**src/hdl/ctrl_defines.svh**
```systemverilog
`ifndef CTRL_DEFINES_SVH
`define CTRL_DEFINES_SVH

// Instruction and register file geometry
`define INSTR_W 32
`define REG_IDX_W 5

// Fixed register numbers
`define REG_ZERO 5'd0
`define REG_RA 5'd31 // Link register for jal

// Use/produce cycle counts
`define TICK_W 3
`define TICK_INF 3'd7 // Operand never read

`endif

```
**src/hdl/ctrl_pkg.sv**
```systemverilog
`default_nettype none

`include "ctrl_defines.svh"

package ctrl_pkg;

	typedef logic [`INSTR_W-1:0] instr_t;
	typedef logic [`REG_IDX_W-1:0] reg_idx_t;
	typedef logic [`TICK_W-1:0] tick_t;

	typedef enum logic [5:0] {
		KIND_NOP,
		KIND_ADDU, KIND_SUBU, KIND_ADD, KIND_SUB,
		KIND_AND, KIND_OR, KIND_NOR, KIND_XOR,
		KIND_SLT, KIND_SLTU,
		KIND_SLL, KIND_SRL, KIND_SRA, KIND_SLLV, KIND_SRLV, KIND_SRAV,
		KIND_LUI, KIND_ORI, KIND_ADDI, KIND_ADDIU,
		KIND_ANDI, KIND_XORI, KIND_SLTI, KIND_SLTIU,
		KIND_LW, KIND_LH, KIND_LHU, KIND_LB, KIND_LBU,
		KIND_SW, KIND_SH, KIND_SB,
		KIND_BEQ, KIND_BNE, KIND_BLEZ, KIND_BGTZ, KIND_BLTZ, KIND_BGEZ,
		KIND_J, KIND_JAL, KIND_JR, KIND_JALR
	} instr_kind_e;

	typedef enum logic [2:0] {
		CLS_NONE, CLS_CAL_R, CLS_CAL_I, CLS_LOAD,
		CLS_STORE, CLS_BRANCH, CLS_JUMP_I, CLS_JUMP_R
	} instr_class_e;

	// One mode per branch condition, then the jumps
	typedef enum logic [3:0] {
		NPC_DISABLED, NPC_EQUAL, NPC_NOT_EQUAL, NPC_LE_ZERO,
		NPC_GT_ZERO, NPC_LT_ZERO, NPC_GE_ZERO, NPC_J, NPC_REG
	} npc_mode_e;

	typedef enum logic [1:0] {EXT_ZERO, EXT_SIGN, EXT_PAD} ext_mode_e;

	typedef enum logic [3:0] {
		ALU_ADD, ALU_SUB, ALU_AND, ALU_OR, ALU_NOR, ALU_XOR,
		ALU_SLT, ALU_SLTU, ALU_SLL, ALU_SRL, ALU_SRA,
		ALU_SLLV, ALU_SRLV, ALU_SRAV
	} alu_op_e;

	typedef enum logic [2:0] {
		MEM_NONE, MEM_W, MEM_H, MEM_HU, MEM_B, MEM_BU
	} mem_mode_e;

	typedef enum logic [1:0] {WB_ALU, WB_MEM, WB_NPC} wb_src_e;

	typedef enum logic [2:0] {
		FWD_ORIG, FWD_E_NPC, FWD_M_NPC, FWD_M_ALU, FWD_W_RF
	} fwd_src_e;

endpackage

`default_nettype wire

```
**src/hdl/instr_decoder.sv**
```systemverilog
`default_nettype none
`timescale 1ns/100ps

`include "ctrl_defines.svh"

module instr_decoder import ctrl_pkg::*; (
	input  instr_t       instr,
	output instr_kind_e  kind,
	output instr_class_e cls,
	output reg_idx_t     src1,
	output reg_idx_t     src2,
	output reg_idx_t     dst
);

	logic [5:0] op;
	logic [5:0] funct;
	reg_idx_t   rs, rt, rd;
	logic       rs_z, rt_z, rd_z, sh_z;

	assign op    = instr[31:26];
	assign funct = instr[5:0];
	assign rs    = instr[25:21];
	assign rt    = instr[20:16];
	assign rd    = instr[15:11];
	assign rs_z  = (rs == `REG_ZERO);
	assign rt_z  = (rt == `REG_ZERO);
	assign rd_z  = (rd == `REG_ZERO);
	assign sh_z  = (instr[10:6] == 5'd0);

	always_comb begin
		kind = KIND_NOP;
		if (instr != '0) begin // All-zero word is the bubble
			case (op)
				6'b000000: begin
					case (funct)
						6'b100001: kind = sh_z ? KIND_ADDU : KIND_NOP;
						6'b100011: kind = sh_z ? KIND_SUBU : KIND_NOP;
						6'b100000: kind = sh_z ? KIND_ADD : KIND_NOP;
						6'b100010: kind = sh_z ? KIND_SUB : KIND_NOP;
						6'b100100: kind = sh_z ? KIND_AND : KIND_NOP;
						6'b100101: kind = sh_z ? KIND_OR : KIND_NOP;
						6'b100111: kind = sh_z ? KIND_NOR : KIND_NOP;
						6'b100110: kind = sh_z ? KIND_XOR : KIND_NOP;
						6'b101010: kind = sh_z ? KIND_SLT : KIND_NOP;
						6'b101011: kind = sh_z ? KIND_SLTU : KIND_NOP;
						6'b000000: kind = rs_z ? KIND_SLL : KIND_NOP;
						6'b000010: kind = rs_z ? KIND_SRL : KIND_NOP;
						6'b000011: kind = rs_z ? KIND_SRA : KIND_NOP;
						6'b000100: kind = sh_z ? KIND_SLLV : KIND_NOP;
						6'b000110: kind = sh_z ? KIND_SRLV : KIND_NOP;
						6'b000111: kind = sh_z ? KIND_SRAV : KIND_NOP;
						6'b001000: kind = (rt_z && rd_z) ? KIND_JR : KIND_NOP;
						6'b001001: kind = rt_z ? KIND_JALR : KIND_NOP;
						default:   kind = KIND_NOP;
					endcase
				end
				6'b001111: kind = rs_z ? KIND_LUI : KIND_NOP;
				6'b001101: kind = KIND_ORI;
				6'b001000: kind = KIND_ADDI;
				6'b001001: kind = KIND_ADDIU;
				6'b001100: kind = KIND_ANDI;
				6'b001110: kind = KIND_XORI;
				6'b001010: kind = KIND_SLTI;
				6'b001011: kind = KIND_SLTIU;
				6'b100011: kind = KIND_LW;
				6'b100001: kind = KIND_LH;
				6'b100101: kind = KIND_LHU;
				6'b100000: kind = KIND_LB;
				6'b100100: kind = KIND_LBU;
				6'b101011: kind = KIND_SW;
				6'b101001: kind = KIND_SH;
				6'b101000: kind = KIND_SB;
				6'b000100: kind = KIND_BEQ;
				6'b000101: kind = KIND_BNE;
				6'b000110: kind = rt_z ? KIND_BLEZ : KIND_NOP;
				6'b000111: kind = rt_z ? KIND_BGTZ : KIND_NOP;
				// REGIMM, condition sits in rt
				6'b000001: begin
					if (rt == 5'd0)
						kind = KIND_BLTZ;
					else if (rt == 5'd1)
						kind = KIND_BGEZ;
				end
				6'b000010: kind = KIND_J;
				6'b000011: kind = KIND_JAL;
				default:   kind = KIND_NOP;
			endcase
		end
	end

	always_comb begin
		case (kind)
			KIND_ADDU, KIND_SUBU, KIND_ADD, KIND_SUB, KIND_AND, KIND_OR,
			KIND_NOR, KIND_XOR, KIND_SLT, KIND_SLTU, KIND_SLL, KIND_SRL,
			KIND_SRA, KIND_SLLV, KIND_SRLV, KIND_SRAV: cls = CLS_CAL_R;
			KIND_LUI, KIND_ORI, KIND_ADDI, KIND_ADDIU, KIND_ANDI,
			KIND_XORI, KIND_SLTI, KIND_SLTIU:          cls = CLS_CAL_I;
			KIND_LW, KIND_LH, KIND_LHU, KIND_LB, KIND_LBU: cls = CLS_LOAD;
			KIND_SW, KIND_SH, KIND_SB:                 cls = CLS_STORE;
			KIND_BEQ, KIND_BNE, KIND_BLEZ, KIND_BGTZ,
			KIND_BLTZ, KIND_BGEZ:                      cls = CLS_BRANCH;
			KIND_J, KIND_JAL:                          cls = CLS_JUMP_I;
			KIND_JR, KIND_JALR:                        cls = CLS_JUMP_R;
			default:                                   cls = CLS_NONE;
		endcase
	end

	assign src1 = (cls inside {CLS_CAL_R, CLS_CAL_I, CLS_LOAD, CLS_STORE,
		CLS_BRANCH, CLS_JUMP_R}) ? rs : `REG_ZERO;

	assign src2 = (cls inside {CLS_CAL_R, CLS_STORE} || kind inside {KIND_BEQ, KIND_BNE})
		? rt : `REG_ZERO;

	always_comb begin
		if (cls == CLS_CAL_R || kind == KIND_JALR)
			dst = rd;
		else if (cls inside {CLS_CAL_I, CLS_LOAD})
			dst = rt;
		else if (kind == KIND_JAL)
			dst = `REG_RA;
		else
			dst = `REG_ZERO; // Stores, branches, j, jr
	end

endmodule

`default_nettype wire

```
**src/hdl/stage_tracker.sv**
```systemverilog
`default_nettype none
`timescale 1ns/100ps

`include "ctrl_defines.svh"

module stage_tracker import ctrl_pkg::*; (
	input  logic     clk,
	input  logic     rst_n,
	input  logic     stall,
	input  instr_t   d_instr,
	input  reg_idx_t d_src1,
	input  reg_idx_t d_src2,
	input  reg_idx_t d_dst,
	output instr_t   e_instr,
	output instr_t   m_instr,
	output instr_t   w_instr,
	output reg_idx_t e_src1,
	output reg_idx_t e_src2,
	output reg_idx_t e_dst,
	output reg_idx_t m_src2,
	output reg_idx_t m_dst,
	output reg_idx_t w_dst
);

	always_ff @(posedge clk or negedge rst_n) begin
		if (!rst_n) begin
			e_instr <= '0;
			m_instr <= '0;
			w_instr <= '0;
			e_src1  <= `REG_ZERO;
			e_src2  <= `REG_ZERO;
			e_dst   <= `REG_ZERO;
			m_src2  <= `REG_ZERO;
			m_dst   <= `REG_ZERO;
			w_dst   <= `REG_ZERO;
		end else begin
			// Bubble into execute while decode is held
			e_instr <= stall ? '0 : d_instr;
			e_src1  <= stall ? `REG_ZERO : d_src1;
			e_src2  <= stall ? `REG_ZERO : d_src2;
			e_dst   <= stall ? `REG_ZERO : d_dst;

			m_instr <= e_instr; // Later stages never hold
			m_src2  <= e_src2;
			m_dst   <= e_dst;
			w_instr <= m_instr;
			w_dst   <= m_dst;
		end
	end

	// A stalled instruction must not leave a stale producer in execute
	a_bubble_after_stall: assert property (@(posedge clk) disable iff (!rst_n)
		stall |=> (e_dst == `REG_ZERO));

endmodule

`default_nettype wire

```
**src/hdl/hazard_unit.sv**
```systemverilog
`default_nettype none
`timescale 1ns/100ps

`include "ctrl_defines.svh"

module hazard_unit import ctrl_pkg::*; (
	input  instr_class_e d_cls,
	input  instr_class_e e_cls,
	input  instr_class_e m_cls,
	input  instr_class_e w_cls,
	input  reg_idx_t     d_src1,
	input  reg_idx_t     d_src2,
	input  reg_idx_t     e_src1,
	input  reg_idx_t     e_src2,
	input  reg_idx_t     e_dst,
	input  reg_idx_t     m_src2,
	input  reg_idx_t     m_dst,
	input  reg_idx_t     w_dst,
	output logic         stall,
	output fwd_src_e     d_fwd1,
	output fwd_src_e     d_fwd2,
	output fwd_src_e     e_fwd1,
	output fwd_src_e     e_fwd2,
	output fwd_src_e     m_fwd2
);

	tick_t tuse1, tuse2, tnew_e, tnew_m;
	logic  e_link, m_link, m_alu, w_wr;

	function automatic logic hit(input reg_idx_t src, input reg_idx_t dst);
		return (src == dst) && (src != `REG_ZERO);
	endfunction

	function automatic fwd_src_e fwd_from_m(input reg_idx_t src);
		if (hit(src, m_dst) && m_link)
			return FWD_M_NPC;
		if (hit(src, m_dst) && m_alu)
			return FWD_M_ALU;
		if (hit(src, w_dst) && w_wr)
			return FWD_W_RF;
		return FWD_ORIG;
	endfunction

	always_comb begin
		case (d_cls)
			CLS_BRANCH, CLS_JUMP_R:                    tuse1 = tick_t'(0);
			CLS_CAL_R, CLS_CAL_I, CLS_LOAD, CLS_STORE: tuse1 = tick_t'(1);
			default:                                   tuse1 = `TICK_INF;
		endcase
		case (d_cls)
			CLS_STORE:  tuse2 = tick_t'(2); // Data needed only in memory
			CLS_CAL_R:  tuse2 = tick_t'(1);
			CLS_BRANCH: tuse2 = tick_t'(0); // Only beq/bne carry a second source
			default:    tuse2 = `TICK_INF;
		endcase
	end

	assign tnew_e = (e_cls == CLS_LOAD) ? tick_t'(2) :
		(e_cls inside {CLS_CAL_R, CLS_CAL_I}) ? tick_t'(1) : tick_t'(0);
	assign tnew_m = (m_cls == CLS_LOAD) ? tick_t'(1) : tick_t'(0);

	assign e_link = e_cls inside {CLS_JUMP_I, CLS_JUMP_R};
	assign m_link = m_cls inside {CLS_JUMP_I, CLS_JUMP_R};
	assign m_alu  = m_cls inside {CLS_CAL_R, CLS_CAL_I};
	assign w_wr   = w_cls inside {CLS_CAL_R, CLS_CAL_I, CLS_LOAD, CLS_JUMP_I, CLS_JUMP_R};

	assign stall = (hit(d_src1, e_dst) && (tuse1 < tnew_e))
		|| (hit(d_src1, m_dst) && (tuse1 < tnew_m))
		|| (hit(d_src2, e_dst) && (tuse2 < tnew_e))
		|| (hit(d_src2, m_dst) && (tuse2 < tnew_m));

	always_comb begin
		d_fwd1 = (hit(d_src1, e_dst) && e_link) ? FWD_E_NPC : fwd_from_m(d_src1);
		d_fwd2 = (hit(d_src2, e_dst) && e_link) ? FWD_E_NPC : fwd_from_m(d_src2);
		e_fwd1 = fwd_from_m(e_src1);
		e_fwd2 = fwd_from_m(e_src2);
		m_fwd2 = (hit(m_src2, w_dst) && w_wr) ? FWD_W_RF : FWD_ORIG;

		// r0 always reads as zero from the register file
		assert ((d_src1 != `REG_ZERO || d_fwd1 == FWD_ORIG)
			&& (d_src2 != `REG_ZERO || d_fwd2 == FWD_ORIG)
			&& (e_src1 != `REG_ZERO || e_fwd1 == FWD_ORIG)
			&& (e_src2 != `REG_ZERO || e_fwd2 == FWD_ORIG)
			&& (m_src2 != `REG_ZERO || m_fwd2 == FWD_ORIG))
			else $error("forward select on a zero source");
	end

endmodule

`default_nettype wire

```
**src/hdl/ctrl_word_gen.sv**
```systemverilog
`default_nettype none
`timescale 1ns/100ps

`include "ctrl_defines.svh"

module ctrl_word_gen import ctrl_pkg::*; (
	input  instr_kind_e  d_kind,
	input  instr_kind_e  e_kind,
	input  instr_kind_e  m_kind,
	input  instr_kind_e  w_kind,
	input  instr_class_e d_cls,
	input  instr_class_e e_cls,
	input  instr_class_e m_cls,
	input  instr_class_e w_cls,
	input  reg_idx_t     w_dst,
	output npc_mode_e    d_npc_mode,
	output ext_mode_e    d_ext_mode,
	output alu_op_e      e_alu_op,
	output logic         e_alu_imm,
	output logic         m_dm_write_enable,
	output mem_mode_e    m_dm_mode,
	output logic         w_rf_write_enable,
	output wb_src_e      w_wb_src,
	output reg_idx_t     w_rf_write_addr
);

	always_comb begin
		d_npc_mode = NPC_DISABLED;
		if (d_cls == CLS_JUMP_I)
			d_npc_mode = NPC_J;
		else if (d_cls == CLS_JUMP_R)
			d_npc_mode = NPC_REG;
		else if (d_cls == CLS_BRANCH) begin
			case (d_kind)
				KIND_BEQ:  d_npc_mode = NPC_EQUAL;
				KIND_BNE:  d_npc_mode = NPC_NOT_EQUAL;
				KIND_BLEZ: d_npc_mode = NPC_LE_ZERO;
				KIND_BGTZ: d_npc_mode = NPC_GT_ZERO;
				KIND_BLTZ: d_npc_mode = NPC_LT_ZERO;
				KIND_BGEZ: d_npc_mode = NPC_GE_ZERO;
				default:   d_npc_mode = NPC_DISABLED;
			endcase
		end
	end

	assign d_ext_mode = (d_kind == KIND_LUI) ? EXT_PAD :
		(d_kind inside {KIND_ORI, KIND_ANDI, KIND_XORI}) ? EXT_ZERO : EXT_SIGN;

	always_comb begin
		case (e_kind)
			KIND_ADDU, KIND_ADD, KIND_ADDI, KIND_ADDIU,
			KIND_LW, KIND_LH, KIND_LHU, KIND_LB, KIND_LBU,
			KIND_SW, KIND_SH, KIND_SB: e_alu_op = ALU_ADD; // Address calc
			KIND_SUBU, KIND_SUB:       e_alu_op = ALU_SUB;
			KIND_AND, KIND_ANDI:       e_alu_op = ALU_AND;
			KIND_NOR:                  e_alu_op = ALU_NOR;
			KIND_XOR, KIND_XORI:       e_alu_op = ALU_XOR;
			KIND_SLT, KIND_SLTI:       e_alu_op = ALU_SLT;
			KIND_SLTU, KIND_SLTIU:     e_alu_op = ALU_SLTU;
			KIND_SLL:                  e_alu_op = ALU_SLL;
			KIND_SRL:                  e_alu_op = ALU_SRL;
			KIND_SRA:                  e_alu_op = ALU_SRA;
			KIND_SLLV:                 e_alu_op = ALU_SLLV;
			KIND_SRLV:                 e_alu_op = ALU_SRLV;
			KIND_SRAV:                 e_alu_op = ALU_SRAV;
			default:                   e_alu_op = ALU_OR; // or, ori, lui pass-through
		endcase
	end

	assign e_alu_imm = e_cls inside {CLS_CAL_I, CLS_LOAD, CLS_STORE};

	always_comb begin
		case (m_kind)
			KIND_LW, KIND_SW: m_dm_mode = MEM_W;
			KIND_LH, KIND_SH: m_dm_mode = MEM_H;
			KIND_LHU:         m_dm_mode = MEM_HU;
			KIND_LB, KIND_SB: m_dm_mode = MEM_B;
			KIND_LBU:         m_dm_mode = MEM_BU;
			default:          m_dm_mode = MEM_NONE;
		endcase
		m_dm_write_enable = (m_cls == CLS_STORE);

		assert (!m_dm_write_enable || m_dm_mode != MEM_NONE)
			else $error("store without access width");
	end

	assign w_rf_write_enable = (w_cls inside {CLS_CAL_R, CLS_CAL_I, CLS_LOAD}
		|| w_kind inside {KIND_JAL, KIND_JALR}) && (w_dst != `REG_ZERO);
	assign w_wb_src = (w_cls == CLS_LOAD) ? WB_MEM :
		(w_kind inside {KIND_JAL, KIND_JALR}) ? WB_NPC : WB_ALU;
	assign w_rf_write_addr = w_dst;

endmodule

`default_nettype wire

```
**src/hdl/pipeline_ctrl.sv**
```systemverilog
`default_nettype none
`timescale 1ns/100ps

module pipeline_ctrl import ctrl_pkg::*; (
	input  logic      clk,
	input  logic      rst_n,
	input  instr_t    d_instr,
	output logic      pc_enable,
	output logic      stall,
	output npc_mode_e d_npc_mode,
	output ext_mode_e d_ext_mode,
	output alu_op_e   e_alu_op,
	output logic      e_alu_imm,
	output logic      m_dm_write_enable,
	output mem_mode_e m_dm_mode,
	output logic      w_rf_write_enable,
	output wb_src_e   w_wb_src,
	output reg_idx_t  w_rf_write_addr,
	output fwd_src_e  d_fwd1,
	output fwd_src_e  d_fwd2,
	output fwd_src_e  e_fwd1,
	output fwd_src_e  e_fwd2,
	output fwd_src_e  m_fwd2
);

	instr_t       e_instr, m_instr, w_instr;
	instr_kind_e  d_kind, e_kind, m_kind, w_kind;
	instr_class_e d_cls, e_cls, m_cls, w_cls;
	reg_idx_t     d_src1, d_src2, d_dst;
	reg_idx_t     e_src1, e_src2, e_dst, m_src2, m_dst, w_dst;

	// Register roles only matter in decode, later stages carry them
	instr_decoder u_dec_d (.instr(d_instr), .kind(d_kind), .cls(d_cls),
		.src1(d_src1), .src2(d_src2), .dst(d_dst));
	instr_decoder u_dec_e (.instr(e_instr), .kind(e_kind), .cls(e_cls),
		.src1(), .src2(), .dst());
	instr_decoder u_dec_m (.instr(m_instr), .kind(m_kind), .cls(m_cls),
		.src1(), .src2(), .dst());
	instr_decoder u_dec_w (.instr(w_instr), .kind(w_kind), .cls(w_cls),
		.src1(), .src2(), .dst());

	stage_tracker u_stage_tracker (
		.clk(clk), .rst_n(rst_n), .stall(stall),
		.d_instr(d_instr), .d_src1(d_src1), .d_src2(d_src2), .d_dst(d_dst),
		.e_instr(e_instr), .m_instr(m_instr), .w_instr(w_instr),
		.e_src1(e_src1), .e_src2(e_src2), .e_dst(e_dst),
		.m_src2(m_src2), .m_dst(m_dst), .w_dst(w_dst)
	);

	hazard_unit u_hazard_unit (
		.d_cls(d_cls), .e_cls(e_cls), .m_cls(m_cls), .w_cls(w_cls),
		.d_src1(d_src1), .d_src2(d_src2), .e_src1(e_src1), .e_src2(e_src2),
		.e_dst(e_dst), .m_src2(m_src2), .m_dst(m_dst), .w_dst(w_dst),
		.stall(stall), .d_fwd1(d_fwd1), .d_fwd2(d_fwd2),
		.e_fwd1(e_fwd1), .e_fwd2(e_fwd2), .m_fwd2(m_fwd2)
	);

	ctrl_word_gen u_ctrl_word_gen (
		.d_kind(d_kind), .e_kind(e_kind), .m_kind(m_kind), .w_kind(w_kind),
		.d_cls(d_cls), .e_cls(e_cls), .m_cls(m_cls), .w_cls(w_cls), .w_dst(w_dst),
		.d_npc_mode(d_npc_mode), .d_ext_mode(d_ext_mode),
		.e_alu_op(e_alu_op), .e_alu_imm(e_alu_imm),
		.m_dm_write_enable(m_dm_write_enable), .m_dm_mode(m_dm_mode),
		.w_rf_write_enable(w_rf_write_enable), .w_wb_src(w_wb_src),
		.w_rf_write_addr(w_rf_write_addr)
	);

	assign pc_enable = ~stall; // Fetch and decode hold together

endmodule

`default_nettype wire

```
**config.mk**
```make
export PLATFORM = sky130hd
export DESIGN_NAME = pipeline_ctrl
export DESIGN_NICKNAME = d
export VERILOG_FILES = /design/src/hdl/ctrl_pkg.sv /design/src/hdl/instr_decoder.sv /design/src/hdl/stage_tracker.sv /design/src/hdl/hazard_unit.sv /design/src/hdl/ctrl_word_gen.sv /design/src/hdl/pipeline_ctrl.sv
export VERILOG_INCLUDE_DIRS = /design/src /design/src/hdl
export SDC_FILE = /design/constraint.sdc
export NUM_CORES = 1
export LEC_CHECK = 0
export BUFFER_PORTS_ARGS = -buffer_cell sky130_fd_sc_hd__buf_2
export CAP_MARGIN = 20
export CORE_ASPECT_RATIO = 0.9
export CORE_MARGIN = 5
export CORE_UTILIZATION = 45
export CTS_CLUSTER_DIAMETER = 80
export DETAILED_ROUTE_END_ITERATION = 8
export PLACE_DENSITY = 0.65
export SETUP_SLACK_MARGIN = 0.02
export SLEW_MARGIN = 25
export SYNTH_ARGS = -nofsm -noshare
export SYNTH_HDL_FRONTEND = slang
export SYNTH_SLANG_ARGS = --single-unit
```
**constraint.sdc**
```tcl
create_clock -name clk -period 4.6 [get_ports clk]
set_input_delay 0.46 -clock clk [delete_from_list [all_inputs] [get_ports clk]]
set_output_delay 0.46 -clock clk [all_outputs]
set_load 0.02 [all_outputs]
```
==> results_dict.tcl <==
set metrics [dict create \
    start_kind "flop" \
    grtUsageTotal_pct 23.5 \
    io_pins 74 \
    clock-sinks 126 \
    ys_seq_elements 126 \
    max_slew_margin_pct 39.4 \
    maxCapViolations 0 \
    rows 50 \
    criticalPathCategory "reg -> out" \
    synth_largest_area_cell "dfrtp_1" \
    setup_viol 0 \
    synth_edf_count 0 \
    synth_top_area_share_pct 33.1 \
    reg2reg_slack_ns 0.30 \
    crit_arrival_ns 4.12 \
    portBuffers 71 \
    worst_slew_pin_slew_ns 0.910 \
    cp_top_family "simple AND/OR/NAND/NOR gates" \
    gp_congestion 0.972 \
    grt_max_degree 63 \
    vias_per_cell 5.97 \
    avgSynthCellArea_sq_um 8.42 \
    r2r_cells 18 \
    root_buffer "clkbuf_16" \
    drive_gt1_share_pct 31.2 \
    cts_hold_buf 0 \
    status "completed" \
    slew_violations 0 \
    cts-buffers-inserted 17 \
    rsz0062_at_grt "yes" \
    grt_pass1_vias 8896 \
    nFillCells 1834 \
    rr_endpoint "u_stage_tracker.e_src2[3]$_DFF_PN0_" \
    cts-htree-levels 4 \
    setup.worst_path.end_class "primary output" \
    drt_iter0_drc 855 \
    max_freq_mhz 218 \
    final_cells 1568 \
    routed-via-count 9362 \
    cts_buffer_depth 2 \
    cts_tree "done" \
    ys_seq_area_share_pct 33.1 \
    grt_remaining_overflow 0 \
    synth_area_leaders "dfrtp_1 33%, nor2_1 4.4%, xnor2_1 3.1%" \
    p_comb_share_pct 23.4 \
    critPathMaxFanout 6 \
    hold_violations 0 \
    synthesis.area_sq_mm 0.00953 \
    regToRegStartpoint "u_stage_tracker.e_instr[17]$_DFF_PN0_" \
    dp_hpwl_um 21300 \
    grt_pass1_wl_um 46300 \
    tns_ns 0 \
    drc 0 \
    nets 1320 \
    syn2layout_area_growth_pct 27.0 \
    drt-total-wl_um 29300 \
    die_h_um 148 \
    wl_per_cell_um 18.7 \
    worstPathRequired_ns 4.14 \
    antenna_found_initial 0 \
    slowest_delay_ns 0.60 \
    switching_share_pct 32.1 \
    async_reset_ff_share_pct 100 \
    dr.pass1.iters 5 \
    place_inst 1499 \
    insertion_delay_ns 0.41 \
    synth_cell_types 107 \
    core_sq_mm 0.0208 \
    seqPwrFrac_pct 37.4 \
    peakVddDrop_mv 0.247 \
    fin_crit_ns 4.58 \
    antenna_cells 0 \
    ys.warnings.count 0 \
    final_antenna_net_count 0 \
    totalPowerFinal_uw 3460 \
    syn_inst 1132 \
    power.leakage_uw 0.00498 \
    fp.dieW_um 163 \
    crit_buf_inv 2 \
    post-route-period-util_pct 99.5 \
    clkTransAtPathRegs_ns 0.06 \
    final.setup_skew_ns 0.0108 \
    hp-class "in -> async" \
    initial_utilization_pct 45.8 \
    power.density_mw_per_mm2 286 \
    utilization_pct 58.1 \
    slowest_stage "or4_4" \
    power.switching_uw 1110 \
    path_cells "or4_4 -> nor4_4 -> and2_4 -> o41ai_4 -> and2_1 -> nand2b_4 -> inv_1 -> ha_2 -> o2111ai_1 -> o21ai_4 -> a21oi_4 -> xnor2_2 -> nand2_2 -> nand2_4 -> a2111oi_4 -> buf_4" \
    p_int_uw 2350 \
    die-area_sq_mm 0.0242 \
    ys.flop_type "dfrtp_1" \
    whs_ns 0.144 \
    p_clk_share_pct 39.2 \
]
-- cell type report --
type                       instances  area, sq um  share of cell area (%)
clock inverter                    15          173                    1.43
clock buffer                      17          425                    3.51
multi-input combinational        871         6440                    53.2
tap                              286          358                    2.96
sequential                       126         3160                    26.1
timing repair buffer             191         1320                    10.9
inverter                          62          238                    1.96
-- cell families (layout without fill, tap and decap cells) --
family	count (synthesis)	in the layout	share of synthesized area (%)
adders and majority gates	19	19	2.44
and+or+nand+nor	500	500	29.8
xor gates and xnor gates	59	59	5.42
muxes	5	5	0.525
DFF	126	126	33.1
AOI/OAI and AO/OA	286	286	22.7
buffers and inverters	136	285	6.01
other	1	2	0.0393
-- how the worst max path moves through the flow --
stage / start / endpoint / slack [ns] / cells past startpoint
3_5_place_dp: u_stage_tracker.m_instr[3]$_DFF_PN0_ / d_fwd1[2] / 0.07 / 15
2_1_floorplan: d_instr[23] / d_npc_mode[0] / 0.07 / 12
5_1_grt: u_stage_tracker.e_instr[6]$_DFF_PN0_ / pc_enable / -0.16 / 16
6_report: u_stage_tracker.m_instr[17]$_DFF_PN0_ / d_fwd2[2] / 0.02 / 16
4_1_cts: u_stage_tracker.e_instr[4]$_DFF_PN0_ / d_fwd2[0] / 0.03 / 14
3_3_place_gp: u_stage_tracker.w_instr[21]$_DFF_PN0_ / d_fwd2[2] / 0.09 / 13
-- metal layers --
layer / GRT usage (%) / part of all wire [%]
met5: 0 / 0
met4: 6.46 / 2.0
met3: 3.74 / 6.9
met2: 37.7 / 48
met1: 33.1 / 44
-- synth_stat cells, drive strengths merged (8+ instances only) --
cell type / number
nor2: 128
nand3: 30
or4: 26
nand2b: 26
and2: 9
a21oi: 48
xor2: 25
a211oi: 22
nand2: 72
a31oi: 12
o31ai: 11
xnor2: 34
o22ai: 12
or2: 17
o21ai: 47
a2bb2oi: 8
clkbuf: 57
inv: 62
ha: 17
o211ai: 16
and3: 9
nor4: 36
dfrtp: 126
nor3b: 17
nor2b: 28
buf: 17
o21a: 8
or3: 24
nand4: 11
nor3: 38
-- power groups by stage --
stage	Clock [uW]	Sequential [uW]	Combinational, uW
2_1_floorplan	0	1260	504
5_1_grt	1430	1300	884
3_5_place_dp	0	1310	703
4_1_cts	1370	1290	741
6_report	1360	1290	810
3_3_place_gp	0	1300	697
-- what timing repair did --
action	CTS	global route
buffers inserted	15	22
setup endpoints to repair	15	13
resized for setup	66	79
pin swaps	28	35
-- stage by stage --
stage          instance area (sq um)  setup WS, ns
2_1_floorplan                   9560        0.0691
3_3_place_gp                   10600        0.0923
3_5_place_dp                   10600        0.0692
4_1_cts                        11600        0.0267
5_1_grt                        12100        -0.158
6_report                       12100        0.0223
-- placed cells by master, fill, tap and decap left out, types with 15 or more instances in the layout --
master	n
buf_2	61
dfrtp_1	119
a21oi_1	42
nand2_1	68
nand3_1	29
nor3_1	29
nor2_2	18
a211oi_1	18
xnor2_1	33
clkbuf_16	17
nor4_1	23
nand2b_1	24
nor3b_1	15
buf_4	123
nor2b_1	28
o21ai_0	39
inv_1	57
xor2_1	25
nor2_1	110
-- sequential cells by signal (all words and copies together), names as in the netlist --
name	count
u_stage_tracker.e_instr	32
u_stage_tracker.m_instr	32
u_stage_tracker.w_instr	32
u_stage_tracker.e_dst	5
u_stage_tracker.e_src1	5
u_stage_tracker.e_src2	5
u_stage_tracker.m_dst	5
u_stage_tracker.m_src2	5
u_stage_tracker.w_dst	5
-- worst register-to-register path, cell delays in order (launching register included) --
cell and delay, ns:
dfrtp_1 0.40, buf_4 0.15, or4_4 0.52, nor4_4 0.15, buf_4 0.17, and3_1 0.19, nor4_1 0.09, nor3_2 0.49
nor2_1 0.16, a221oi_2 0.39, buf_4 0.20, buf_4 0.11, o22ai_2 0.10, a41oi_2 0.21, o211ai_4 0.14, buf_4 0.17
buf_4 0.13, buf_12 0.18, nor3_2 0.23
Power figures use the tool's default switching activity.
